## config.mk

```make
export PLATFORM = sky130hd
export DESIGN_NAME = dsp_ctrl_flat
export DESIGN_NICKNAME = d
export VERILOG_FILES = /design/src/design/dsp_pkg.sv /design/src/design/dsp_if.sv /design/src/design/dsp_ctrl.sv /design/src/flat_wrapper.sv
export VERILOG_INCLUDE_DIRS = /design/src /design/src/design
export SDC_FILE = /design/constraint.sdc
export NUM_CORES = 1
export LEC_CHECK = 0
export ABC_CLOCK_PERIOD_IN_PS = 2050
export CORE_MARGIN = 5
export CORE_UTILIZATION = 50
export DETAILED_ROUTE_END_ITERATION = 10
export DONT_BUFFER_PORTS = 1
export GPL_TIMING_DRIVEN = 0
export PLACE_DENSITY = 0.71
export SYNTH_ARGS = -nofsm -noshare
export SYNTH_HDL_FRONTEND = slang
export SYNTH_SLANG_ARGS = --single-unit
```

## constraint.sdc

```tcl
create_clock -name clk -period 2.05 [get_ports clk]
set_input_delay 0.41 -clock clk [delete_from_list [all_inputs] [get_ports clk]]
set_output_delay 0.41 -clock clk [all_outputs]
set_load 0.02 [all_outputs]
```

## src/design/dsp_settings.svh

```systemverilog
// Field layout of the instruction assumes 16-bit words, 8-bit addresses and four pointers
`ifndef DSP_SETTINGS_SVH
`define DSP_SETTINGS_SVH

// Data and instruction word
`define DSP_WORD_W 16

// Accumulator with guard bits
`define DSP_ACC_W 36

// Program and data memory address widths
`define DSP_ROM_AW 8
`define DSP_RAM_AW 8

// RAM pointer registers r0..r3
`define DSP_NPTR 4

`endif

```

## src/design/dsp_pkg.sv

```systemverilog
// Opcode values are fixed by the program encoding; codes 13 to 15 decode as no-ops
`include "dsp_settings.svh"

package dsp_pkg;

    typedef logic [`DSP_WORD_W-1:0] word_t;
    typedef logic signed [`DSP_ACC_W-1:0] acc_t;

    typedef enum logic [3:0] {
        op_nop  = 4'd0,
        op_halt = 4'd1,
        op_ldr  = 4'd2,
        op_ldx  = 4'd3,
        op_ldy  = 4'd4,
        op_rdy  = 4'd5,
        op_wra  = 4'd6,
        op_mac  = 4'd7,
        op_clr  = 4'd8,
        op_outl = 4'd9,
        op_outh = 4'd10,
        op_inp  = 4'd11,
        op_goto = 4'd12
    } opcode_e;

    // Opcode in the top nibble, operand field below
    typedef struct packed {
        opcode_e     opcode;
        logic [11:0] field;
    } instr_t;

    typedef enum logic [1:0] {
        st_idle,
        st_fetch,
        st_exec,
        st_halt
    } seq_state_e;

    typedef enum logic [2:0] {
        dau_none,
        dau_ldx,
        dau_ldy_imm,
        dau_ldy_ram,
        dau_ldy_pin,
        dau_mac,
        dau_clr
    } dau_op_e;

endpackage

```

## src/design/dsp_if.sv

```systemverilog
// All commands are single-cycle strobes that the receiver always accepts, no handshake
`include "dsp_settings.svh"

// Pointer and RAM commands
interface aau_if import dsp_pkg::*; ();
    logic [$clog2(`DSP_NPTR)-1:0] ptr_sel;
    logic                         ptr_load;
    logic [`DSP_RAM_AW-1:0]       ptr_imm;
    logic                         ram_rd;
    logic                         ram_wr;
    logic                         post_inc;
    word_t                        ram_dout;

    modport ctrl (
        output ptr_sel, ptr_load, ptr_imm, ram_rd, ram_wr, post_inc
    );
    modport aau (
        input  ptr_sel, ptr_load, ptr_imm, ram_rd, ram_wr, post_inc,
        output ram_dout
    );
endinterface

// Arithmetic unit operation and accumulator
interface dau_if import dsp_pkg::*; ();
    dau_op_e dau_op;
    word_t   imm;
    acc_t    a0;

    modport ctrl (output dau_op, imm);
    modport dau  (input dau_op, imm, output a0);
endinterface

// Parallel port strobes
interface pio_if import dsp_pkg::*; ();
    logic  out_stb;
    logic  out_high;
    logic  in_stb;
    word_t pin_word;

    modport ctrl (output out_stb, out_high, in_stb);
    modport pio  (input out_stb, out_high, in_stb, output pin_word);
endinterface

```

## src/design/dsp_ctrl.sv

```systemverilog
// Every instruction takes fetch plus exec; no conditional branches, pc wraps at 256
`include "dsp_settings.svh"

module dsp_ctrl import dsp_pkg::*; (
    input  logic                   clk,
    input  logic                   rst_n,
    input  logic                   run,
    output logic [`DSP_ROM_AW-1:0] fetch_addr,
    input  instr_t                 instr,
    output logic                   halted,
    aau_if.ctrl                    aau,
    dau_if.ctrl                    dau,
    pio_if.ctrl                    pio
);

    seq_state_e             state;
    logic [`DSP_ROM_AW-1:0] pc;
    logic [`DSP_ROM_AW-1:0] pc_next;
    logic                   halt_cmd;

    assign fetch_addr = pc;
    assign halted     = (state == st_halt);

    always_ff @(posedge clk) begin
        if (!rst_n) begin
            state <= st_idle;
            pc    <= '0;
        end else begin
            case (state)
                st_idle: begin
                    if (run) begin
                        state <= st_fetch;
                    end
                end
                // ROM output is registered, instruction ready next cycle
                st_fetch: state <= st_exec;
                st_exec: begin
                    if (halt_cmd) begin
                        state <= st_halt;
                    end else begin
                        state <= st_fetch;
                        pc    <= pc_next;
                    end
                end
                st_halt: begin
                    // Restart from address 0, datapath registers keep their values
                    if (!run) begin
                        state <= st_idle;
                        pc    <= '0;
                    end
                end
                default: state <= st_idle;
            endcase
        end
    end

    // Decode, active only in st_exec
    always_comb begin
        halt_cmd     = 1'b0;
        pc_next      = pc + 1'b1;
        aau.ptr_sel  = instr.field[11:10];
        aau.ptr_imm  = instr.field[7:0];
        aau.post_inc = instr.field[9];
        aau.ptr_load = 1'b0;
        aau.ram_rd   = 1'b0;
        aau.ram_wr   = 1'b0;
        dau.dau_op   = dau_none;
        dau.imm      = {{(`DSP_WORD_W-12){instr.field[11]}}, instr.field};
        pio.out_stb  = 1'b0;
        pio.out_high = 1'b0;
        pio.in_stb   = 1'b0;
        if (state == st_exec) begin
            case (instr.opcode)
                op_halt: halt_cmd     = 1'b1;
                op_ldr:  aau.ptr_load = 1'b1;
                op_ldx:  dau.dau_op   = dau_ldx;
                op_ldy:  dau.dau_op   = dau_ldy_imm;
                op_rdy: begin
                    aau.ram_rd = 1'b1;
                    dau.dau_op = dau_ldy_ram;
                end
                op_wra:  aau.ram_wr   = 1'b1;
                op_mac:  dau.dau_op   = dau_mac;
                op_clr:  dau.dau_op   = dau_clr;
                op_outl: pio.out_stb  = 1'b1;
                op_outh: begin
                    pio.out_stb  = 1'b1;
                    pio.out_high = 1'b1;
                end
                op_inp: begin
                    pio.in_stb = 1'b1;
                    dau.dau_op = dau_ldy_pin;
                end
                op_goto: pc_next = instr.field[7:0];
                default: ;
            endcase
        end
    end

endmodule

```

## src/flat_wrapper.sv

```systemverilog
// flat-port wrapper written by rule: the top's interface ports become plain ports
module dsp_ctrl_flat import dsp_pkg::*;
  (clk, rst_n, run, fetch_addr, instr, halted, aau_ptr_sel, aau_ptr_load, aau_ptr_imm, aau_ram_rd, aau_ram_wr, aau_post_inc, dau_dau_op, dau_imm, pio_out_stb, pio_out_high, pio_in_stb);
  aau_if aau_i ();
  dau_if dau_i ();
  pio_if pio_i ();
  input  logic clk;
  input  logic rst_n;
  input  logic run;
  output logic [`DSP_ROM_AW-1:0] fetch_addr;
  input  instr_t instr;
  output logic halted;
  output wire logic [$bits(aau_i.ptr_sel)-1:0] aau_ptr_sel;
  output wire logic [$bits(aau_i.ptr_load)-1:0] aau_ptr_load;
  output wire logic [$bits(aau_i.ptr_imm)-1:0] aau_ptr_imm;
  output wire logic [$bits(aau_i.ram_rd)-1:0] aau_ram_rd;
  output wire logic [$bits(aau_i.ram_wr)-1:0] aau_ram_wr;
  output wire logic [$bits(aau_i.post_inc)-1:0] aau_post_inc;
  output wire logic [$bits(dau_i.dau_op)-1:0] dau_dau_op;
  output wire logic [$bits(dau_i.imm)-1:0] dau_imm;
  output wire logic [$bits(pio_i.out_stb)-1:0] pio_out_stb;
  output wire logic [$bits(pio_i.out_high)-1:0] pio_out_high;
  output wire logic [$bits(pio_i.in_stb)-1:0] pio_in_stb;
  assign aau_ptr_sel = aau_i.ptr_sel;
  assign aau_ptr_load = aau_i.ptr_load;
  assign aau_ptr_imm = aau_i.ptr_imm;
  assign aau_ram_rd = aau_i.ram_rd;
  assign aau_ram_wr = aau_i.ram_wr;
  assign aau_post_inc = aau_i.post_inc;
  assign dau_dau_op = dau_i.dau_op;
  assign dau_imm = dau_i.imm;
  assign pio_out_stb = pio_i.out_stb;
  assign pio_out_high = pio_i.out_high;
  assign pio_in_stb = pio_i.in_stb;
  dsp_ctrl u_core (.clk(clk), .rst_n(rst_n), .run(run), .fetch_addr(fetch_addr), .instr(instr), .halted(halted), .aau(aau_i), .dau(dau_i), .pio(pio_i));
endmodule
```

==> impl_results.md, run 1 <==
* Clock Sinks at 10
* Leading cell type in the layout, fill and taps excluded: sky130_fd_sc_hd__buf_4
* Hold Crit Class: primary input to register
* Sequential cell area fraction in the yosys report at 0.210
* Distinct cells, synth at 37
* Average routed wire per standard cell at 14.8 um
* Post-detailed-placement half-perimeter wirelength at 1830 um
* DRC marker count from the first detailed-route iteration at 9
* First-pass GRT wire length at 3480 um
* Number of slew-limit violations in the final report at 0
* FFs w/ async S/R, synth at 0
* Power density relative to cell area at 523 mW/mm^2
* DRC violation count after routing at 0
* WL final at 2270 um
* Setup-violating endpoint count in the final report at 0
* GRT Util Overall at 0.161
* Final total power at 0.543 mW
* Mapped Nets at 144
* Worst slew pin tran at 633 ps
* Maximum number of pins on one net before global-route repair at 11
* I/O pin count at 64
* Final net count at 149
* Headroom to the max-slew limit at 0.575
* Final non-filler cell area at 0.00104 mm^2
* Antenna-violating nets left at 0
* Required time reported for the critical path endpoint at 1640 ps
* Remaining Overflow, GRT at 0
* Cell count after placement at 149
* Initial cell density of the core at 0.540
* Post-Route Utilization at 0.589
* Final standard cell count with taps included and fillers excluded at 153
* Hold slack at 275 ps
* Placeable core region at 0.00176 mm^2
* Largest buffer count on any clock path at 2
* Post-CTS repair timing setup buffer count at 0
* Via count of the first global-routing pass at 802
* Tcrit/Tclk final at 0.955
* Worst slack at placement at 260 ps
* Count of flip-flops with a built-in enable after synthesis at 0
* Top FF cell, synth: sky130_fd_sc_hd__dfxtp_1
* Post-Route Skew at 8.27 ps
* Clock tree from TritonCTS: yes
* Routed vias at 850
* Post-Syn Instances at 124
* Synth-to-layout area growth at 8.92%
* Critical path arrival at 1550 ps
* Number of antenna repair diodes at 0
* Area of the mapped netlist at 953 um^2
* RSZ-0062 raised after global routing: true
* Class of the most critical setup path: register to output pin
* Depth of the CTS H-tree at 1
* Clock period minus worst slack at 1960 ps
* Leakage at 0.422 nW
* Capturing element type of the critical path: output pin
* IR drop worst, VDD at 0.208 mV
* Number of iterations in the first detailed-routing pass at 4
* Final Hold Vio Count at 0
* Hold-fix buffers at CTS at 0
* Final setup slack of the worst path at 92.5 ps
* Cell row count at 15
* Aggregate negative setup slack at 0 ps
* Clock Tree Root: sky130_fd_sc_hd__clkbuf_4
* Highest attainable clock frequency at 0.511 GHz
* Detail-routed via count per cell at 5.56
* Maximum fanout along the worst path at 7
* Highest-count cells in the layout ignoring fill and taps: sky130_fd_sc_hd__buf_4 (29), sky130_fd_sc_hd__nor2_1 (12), sky130_fd_sc_hd__dfxtp_1 (10)
* Clock edge transition at the registers on the reported setup and hold paths at 80 ps
* Number of antenna violations at the first check in global routing at 0
* Die Wd at 53.7 um
* Post-detailed-placement cell area at 985 um^2
* Number of max-cap violations at 0
* Number of buffers added by the clock tree synthesis step at 3
* Die area at 0.00288 mm^2
* Yosys Warn Count at 0
* Proportion of layout cells with a drive suffix above 1 at 0.336
* Placer's final routability congestion estimate at 0.794
* Avg Synthesized Cell Area at 7.69 um^2
* Worst-Skew Late Latency at 270 ps
* Run status: finished clean
* Count of buffers inserted at the top-level ports at 0
* Synthesis-stage register bit count at 10
* Die outline height at 53.7 um
* Startpoint kind of the worst setup timing path: register
-- area by class of cell --
| class | instances | area [um^2] |
|---|---|---|
| plain buffers | 30 | 229 |
| multi-input cells | 81 | 531 |
| inverters | 3 | 11.3 |
| well taps | 25 | 31.3 |
| flip-flops and latches | 10 | 200 |
| clock buffers | 4 | 36.3 |
| fillers | 186 | 726 |
-- registers in the layout, summed over array words and instances, names as in the netlist --
| register | flops |
|---|---|
| u_core.state | 2 |
| u_core.fetch_addr | 8 |
-- cells in the mapped netlist (all sizes together), types with 2 or more instances --
library cell,count,share of area
buf,30,0.24
nor2b,3,0.020
nand3,3,0.016
nand2b,4,0.026
nor2,13,0.051
nor4,2,0.013
nor3,5,0.026
a31oi,2,0.013
a21o,2,0.016
a21oi,7,0.037
dfxtp,10,0.21
o21ai,7,0.049
o2bb2ai,4,0.037
a22oi,2,0.016
inv,3,0.012
and3,2,0.013
nand2,8,0.031
-- timing repair --
item                                    4_1_cts  5_1_grt
endpoints found under the setup margin        3        3
gates cloned                                  0        0
gates resized for setup                       3        1
-- kinds of logic (layout without fill, tap and decap cells) --
family          Yosys count  count (layout)  synth area share
mux                       1               1            0.0105
buf+inv                  33              37             0.252
simple gates             47              47             0.264
fa+ha+maj                 1               1            0.0131
flops                    10              10             0.210
compound gates           31              31             0.241
xor+xnor                  1               1           0.00919
-- worst paths after layout --
check / from / end / slack [ps] / depth (start not counted)
worst max-delay path: u_core.state[1] / aau_ram_wr / 90 / 3
worst min-delay path: rst_n / u_core.fetch_addr[2] / 270 / 1
worst max register to register: u_core.state[1] / u_core.fetch_addr[3] / 360 / 4
worst min register to register: u_core.state[1] / u_core.state[0] / 540 / 2
-- critical path, cell delays in order, from the launching register on --
cell and delay [ps]:
sky130_fd_sc_hd__dfxtp_1 420, sky130_fd_sc_hd__nor2b_1 300, sky130_fd_sc_hd__nand3b_1 200, sky130_fd_sc_hd__nor2_1 350
-- power breakdown --
group | internal [mW] | switching (mW)
Sequential | 0.199 | 0.0114
Clock | 0.108 | 0.0795
Combinational | 0.0627 | 0.0825
Total | 0.369 | 0.173
-- layer usage --
| layer | part of all wire | wire (um) | vias to the layer above | global-route usage |
|---|---|---|---|---|
| li1 | - | - | 425 | - |
| met1 | 0.39 | 877 | 381 | 0.175 |
| met2 | 0.50 | 1130 | 42 | 0.290 |
| met3 | 0.11 | 241 | 2 | 0.0554 |
| met4 | 0.0075 | 17 | 0 | 0.0511 |
| met5 | 0 | 0 | - | 0 |
(Power assumes the default switching activity.)
==> inputs of run 2 (changes only) <==
--- a/config.mk
+++ b/config.mk
@@ -12,7 +12,8 @@
 export DETAILED_ROUTE_END_ITERATION = 10
 export DONT_BUFFER_PORTS = 1
 export GPL_TIMING_DRIVEN = 0
-export PLACE_DENSITY = 0.71
+export MAX_ROUTING_LAYER = met4
+export PLACE_DENSITY = 0.67
 export SYNTH_ARGS = -nofsm -noshare
 export SYNTH_HDL_FRONTEND = slang
 export SYNTH_SLANG_ARGS = --single-unit
==> impl_results.md, run 2 (synthesized netlist as in run 1, its figures left out) <==
* Library cell contributing the largest single delay on the critical path: sky130_fd_sc_hd__dfxtp_1
* Run status: finished clean
* Synth-to-layout area growth at 7.48%
* Combinational Power Share at 0.297
* Destination of the worst register-to-register timing path: u_core.fetch_addr[3]
* Startpoint of the worst setup timing path: u_core.state[1]
* Initial cell density of the core at 0.540
* Die outline height at 53.7 um
* Worst setup endpoint: dau_dau_op[0]
* IR drop worst, VDD at 0.295 mV
* Cell internal power dissipation at 0.330 mW
* Via count of the first global-routing pass at 771
* Worst-Skew Late Latency at 260 ps
* First-pass GRT wire length at 3380 um
* Seq pwr share at 0.430
* Class of the most critical setup path: register to output pin
* Cell breakdown of the critical path: nor2b_2, nand2_1, nor3_2
* Cell row count at 15
* Final standard cell count with taps included and fillers excluded at 152
* Aggregate negative setup slack at 0 ps
* Reg2Reg Depth at 4
* Count of cells resized by post-cts repair at 3
* RSZ-0062 raised after global routing: false
* Final total power at 0.489 mW
* DRC marker count from the first detailed-route iteration at 20
* Startpoint kind of the worst setup timing path: register
* Switching power total at 0.159 mW
* Tcrit/Tclk final at 0.914
* Number of antenna repair diodes at 0
* Clock edge transition at the registers on the reported setup and hold paths at 60 ps
* Levels on crit path at 3
* Worst path max stage delay at 430 ps
* Detail-routed via count per cell at 5.75
* Placer's final routability congestion estimate at 0.784
* Setup-violating endpoint count in the final report at 0
* Power density relative to cell area at 477 mW/mm^2
* Maximum number of pins on one net before global-route repair at 11
* Largest buffer count on any clock path at 2
* Number of max-cap violations at 0
* Clock period minus worst slack at 1870 ps
* Count of buffers inserted at the top-level ports at 0
* Placeable core region at 0.00176 mm^2
* Antenna-violating nets left at 0
* Number of iterations in the first detailed-routing pass at 4
* Number of buffers added by the clock tree synthesis step at 3
* Startpoint of the worst register-to-register path: u_core.state[1]
* Flip-flop count of the largest register, all copies and words added at 8
* Clock Sinks at 10
* Average routed wire per standard cell at 14.8 um
* Capturing element type of the critical path: output pin
* Post-Route Skew at 7.40 ps
* Area taken by flip-flops and latches at 200 um^2
* Number of antenna violations at the first check in global routing at 0
* Clock Tree Root: sky130_fd_sc_hd__clkbuf_4
* Final net count at 149
* Post-CTS repair timing setup buffer count at 0
* Hold-fix buffers at CTS at 0
* Gate family responsible for the most delay along the worst path: simple AND/OR/NAND/NOR gates
* Highest attainable clock frequency at 0.533 GHz
* Total of fill cells in the finished design at 178
* Highest-count cells in the layout ignoring fill and taps: sky130_fd_sc_hd__buf_4 (29), sky130_fd_sc_hd__nor2_1 (13), sky130_fd_sc_hd__dfxtp_1 (10)
* Worst slew pin tran at 625 ps
* Net Sw Frac at 0.326
* Post-detailed-placement cell area at 985 um^2
* Worst path buffer plus inverter count at 0
* Maximum fanout along the worst path at 7
* Depth of the CTS H-tree at 1
* Leakage at 0.415 nW
* Routed vias at 874
* GRT Util Overall at 0.162
* Post-detailed-placement half-perimeter wirelength at 1810 um
* Hold Crit Class: primary input to register
* Remaining Overflow, GRT at 0
* Proportion of layout cells with a drive suffix above 1 at 0.331
* Die Wd at 53.7 um
* Leading cell type in the layout, fill and taps excluded: sky130_fd_sc_hd__buf_4
* Clock tree from TritonCTS: yes
* Multi-input gate area in the final layout at 531 um^2
* Cell count after placement at 149
* Final Hold Vio Count at 0
* I/O pin count at 64
* Final non-filler cell area at 0.00102 mm^2
* WL final at 2250 um
* Number of slew-limit violations in the final report at 0
* Headroom to the max-slew limit at 0.580
* Clock share of power at 0.273
* Critical path arrival at 1460 ps
* DRC violation count after routing at 0
* Die area at 0.00288 mm^2
* R2R setup slack at 430 ps
* Required time reported for the critical path endpoint at 1640 ps
run 2: area by class of cell:
type | instances | share of cell area
multi-input cells | 81 | 0.518
clock buffers | 3 | 0.0220
inverters | 3 | 0.0110
plain buffers | 30 | 0.223
flip-flops and latches | 10 | 0.195
well taps | 25 | 0.0305
run 2: worst min path at each step:
stage / startpoint / end / slack (ps) / depth (start not counted)
finish: rst_n / u_core.fetch_addr[2] / 290 / 1
global route: rst_n / u_core.fetch_addr[2] / 270 / 1
CTS: rst_n / u_core.fetch_addr[2] / 280 / 1
detailed placement: u_core.state[1] / u_core.state[0] / 530 / 2
global placement: u_core.state[1] / u_core.state[0] / 520 / 2
floorplan: u_core.state[1] / u_core.state[0] / 490 / 2
run 2: worst register-to-register path: cells and delay by family (launching register included):
family	cells	cell delay [ps]
AO/OA/AOI/OAI	4	1110
flip-flops	1	430
run 2: power by group through the flow:
stage               logic, mW  clock network (mW)  registers (mW)
detailed placement      0.145                   0           0.214
global route            0.155               0.150           0.211
floorplan               0.132                   0           0.212
global placement        0.143                   0           0.214
finish                  0.145               0.134           0.210
CTS                     0.146               0.139           0.210
run 2: stage by stage:
stage / hold WS [ps] / utilization / setup WS, ps
floorplan: 491 / - / 404
global placement: 516 / 0.558 / 214
detailed placement: 534 / 0.558 / 196
CTS: 277 / 0.579 / 68.4
global route: 267 / 0.581 / 62.8
finish: 286 / 0.581 / 175
run 2: per-layer routing:
layer,wire [um],up-vias,part of all wire,global-route usage
met1,994,387,0.44,0.209
li1,-,425,-,-
met5,0,-,0,-
met2,988,52,0.44,0.232
met3,234,10,0.10,0.0526
met4,31,0,0.014,0.0638
==> inputs of run 3 (changes only) <==
--- a/config.mk
+++ b/config.mk
@@ -7,8 +7,9 @@
 export NUM_CORES = 1
 export LEC_CHECK = 0
 export ABC_CLOCK_PERIOD_IN_PS = 2050
-export CORE_MARGIN = 5
+export CORE_MARGIN = 10
 export CORE_UTILIZATION = 50
+export CTS_BUF_LIST = sky130_fd_sc_hd__clkbuf_4 sky130_fd_sc_hd__clkbuf_8 sky130_fd_sc_hd__clkbuf_16
 export DETAILED_ROUTE_END_ITERATION = 10
 export DONT_BUFFER_PORTS = 1
 export GPL_TIMING_DRIVEN = 0
==> impl_results.md, run 3 (synthesized netlist as in run 1, its figures left out) <==
* Run status: finished clean
* Startpoint kind of the worst setup timing path: register
* Initial cell density of the core at 0.540
* Number of max-cap violations at 0
* Number of antenna repair diodes at 0
* Library cell contributing the largest single delay on the critical path: sky130_fd_sc_hd__dfxtp_1
* Leakage at 0.422 nW
* Die area at 0.00405 mm^2
* Final non-filler cell area at 0.00104 mm^2
* Class of the most critical setup path: register to output pin
* WL final at 2590 um
* Post-CTS repair timing setup buffer count at 0
* DRC marker count from the first detailed-route iteration at 31
* Critical path arrival at 1570 ps
* Final net count at 149
* Proportion of layout cells with a drive suffix above 1 at 0.328
* Die outline height at 63.7 um
* Worst-Skew Late Latency at 270 ps
* Post-Route Utilization at 0.587
* Startpoint of the worst setup timing path: u_core.state[1]
* Worst slew pin tran at 636 ps
* Via count of the first global-routing pass at 843
* Clock Tree Root: sky130_fd_sc_hd__clkbuf_4
* Clock edge transition at the registers on the reported setup and hold paths at 70 ps
* Post-detailed-placement cell area at 985 um^2
* Clock tree from TritonCTS: yes
* Headroom to the max-slew limit at 0.572
* Post-Route Skew at 6.86 ps
* Post-detailed-placement half-perimeter wirelength at 2170 um
* Final setup slack of the worst path at 68.6 ps
* Placer's final routability congestion estimate at 0.785
* Grt met1 use at 0.118
* Cell count after placement at 149
* Tcrit/Tclk final at 0.967
* Depth of the CTS H-tree at 1
* Cell row count at 15
* Worst slack at placement at 199 ps
* I/O pin count at 64
* Synth-to-layout area growth at 8.66%
* GRT Util Overall at 0.120
* Worst path max stage delay at 420 ps
* Average routed wire per standard cell at 16.9 um
* Remaining Overflow, GRT at 0
* DRC violation count after routing at 0
* Highest attainable clock frequency at 0.505 GHz
* Largest buffer count on any clock path at 2
* M3 GR Usage at 0.0742
* Hold path startpoint: rst_n
* Hold Crit Class: primary input to register
* Placeable core region at 0.00176 mm^2
* Detail-routed via count per cell at 5.60
* Die Wd at 63.7 um
* Clock period minus worst slack at 1980 ps
* Highest-count cells in the layout ignoring fill and taps: sky130_fd_sc_hd__buf_4 (29), sky130_fd_sc_hd__nor2_1 (13), sky130_fd_sc_hd__dfxtp_1 (10)
* Multi-input gate area in the final layout at 528 um^2
* Setup-violating endpoint count in the final report at 0
* Final Hold Vio Count at 0
* Total of fill cells in the finished design at 178
* Hold-fix buffers at CTS at 0
* Maximum number of pins on one net before global-route repair at 11
* Final standard cell count with taps included and fillers excluded at 153
* Leading cell type in the layout, fill and taps excluded: sky130_fd_sc_hd__buf_4
* RSZ-0062 raised after global routing: true
* Aggregate negative setup slack at 0 ps
* Required time reported for the critical path endpoint at 1640 ps
* First-pass GRT wire length at 3930 um
* Grt met2 use at 0.185
* Routed vias at 857
* Maximum fanout along the worst path at 7
* Flip-flop count of the largest register, all copies and words added at 8
* Number of buffers added by the clock tree synthesis step at 3
* Number of iterations in the first detailed-routing pass at 5
* Most Crowded Layer GR: met2
* Cell breakdown of the critical path: nor2b_1, nand2_1, nor3_2
* Number of slew-limit violations in the final report at 0
* Number of antenna violations at the first check in global routing at 0
* Capturing element type of the critical path: output pin
* Clock Sinks at 10
* Startpoint of the worst register-to-register path: u_core.state[1]
* Antenna-violating nets left at 0
* IR drop worst, VDD at 0.436 mV
* Count of buffers inserted at the top-level ports at 0
* Power density relative to cell area at 520 mW/mm^2
* Area taken by flip-flops and latches at 200 um^2
==> run 3: layout make-up <==
class	instances	area share
Buffer	30	0.221
Inverter	3	0.0109
Sequential cell	10	0.193
Clock buffer	4	0.0350
Multi-Input combinational cell	81	0.510
Tap cell	25	0.0302
==> run 3: worst paths after layout <==
path / end / slack, ps / depth (start not counted)
hold / removal: u_core.fetch_addr[2] / 280 / 1
setup reg to reg: u_core.fetch_addr[3] / 410 / 4
hold reg to reg: u_core.state[0] / 530 / 2
setup / recovery: dau_dau_op[0] / 70 / 3
==> run 3: timing repair <==
action	in CTS	in global routing
pin swaps	0	0
endpoints found under the setup margin	3	4
gates resized for setup	3	0
==> run 3: metal layers <==
| metal | part of all wire | vias up | routed length (um) |
|---|---|---|---|
| met5 | 0 | - | 0 |
| met4 | 0.0081 | 0 | 21 |
| met3 | 0.13 | 4 | 329 |
| met2 | 0.46 | 52 | 1180 |
| li1 | - | 422 | - |
| met1 | 0.41 | 379 | 1060 |
==> run 3: through the flow <==
step	power, mW	hold WS (ps)
6_report	0.538	275
3_5_place_dp	0.361	522
2_1_floorplan	0.345	491
4_1_cts	0.546	269
3_3_place_gp	0.360	516
5_1_grt	0.568	270
==> run 3: power breakdown <==
part	switching [mW]	internal, mW	total (mW)	leakage [nW]
combinational	0.0839	0.0627	0.147	0.320
sequential	0.0109	0.199	0.210	0.0811
clock	0.0740	0.108	0.182	0.0210
total	0.169	0.370	0.538	0.422
==> run 3: critical path: cells and delay by family (launching register included) <==
kind | cells | cell delay [ps]
simple gates | 3 | 890
flops | 1 | 420
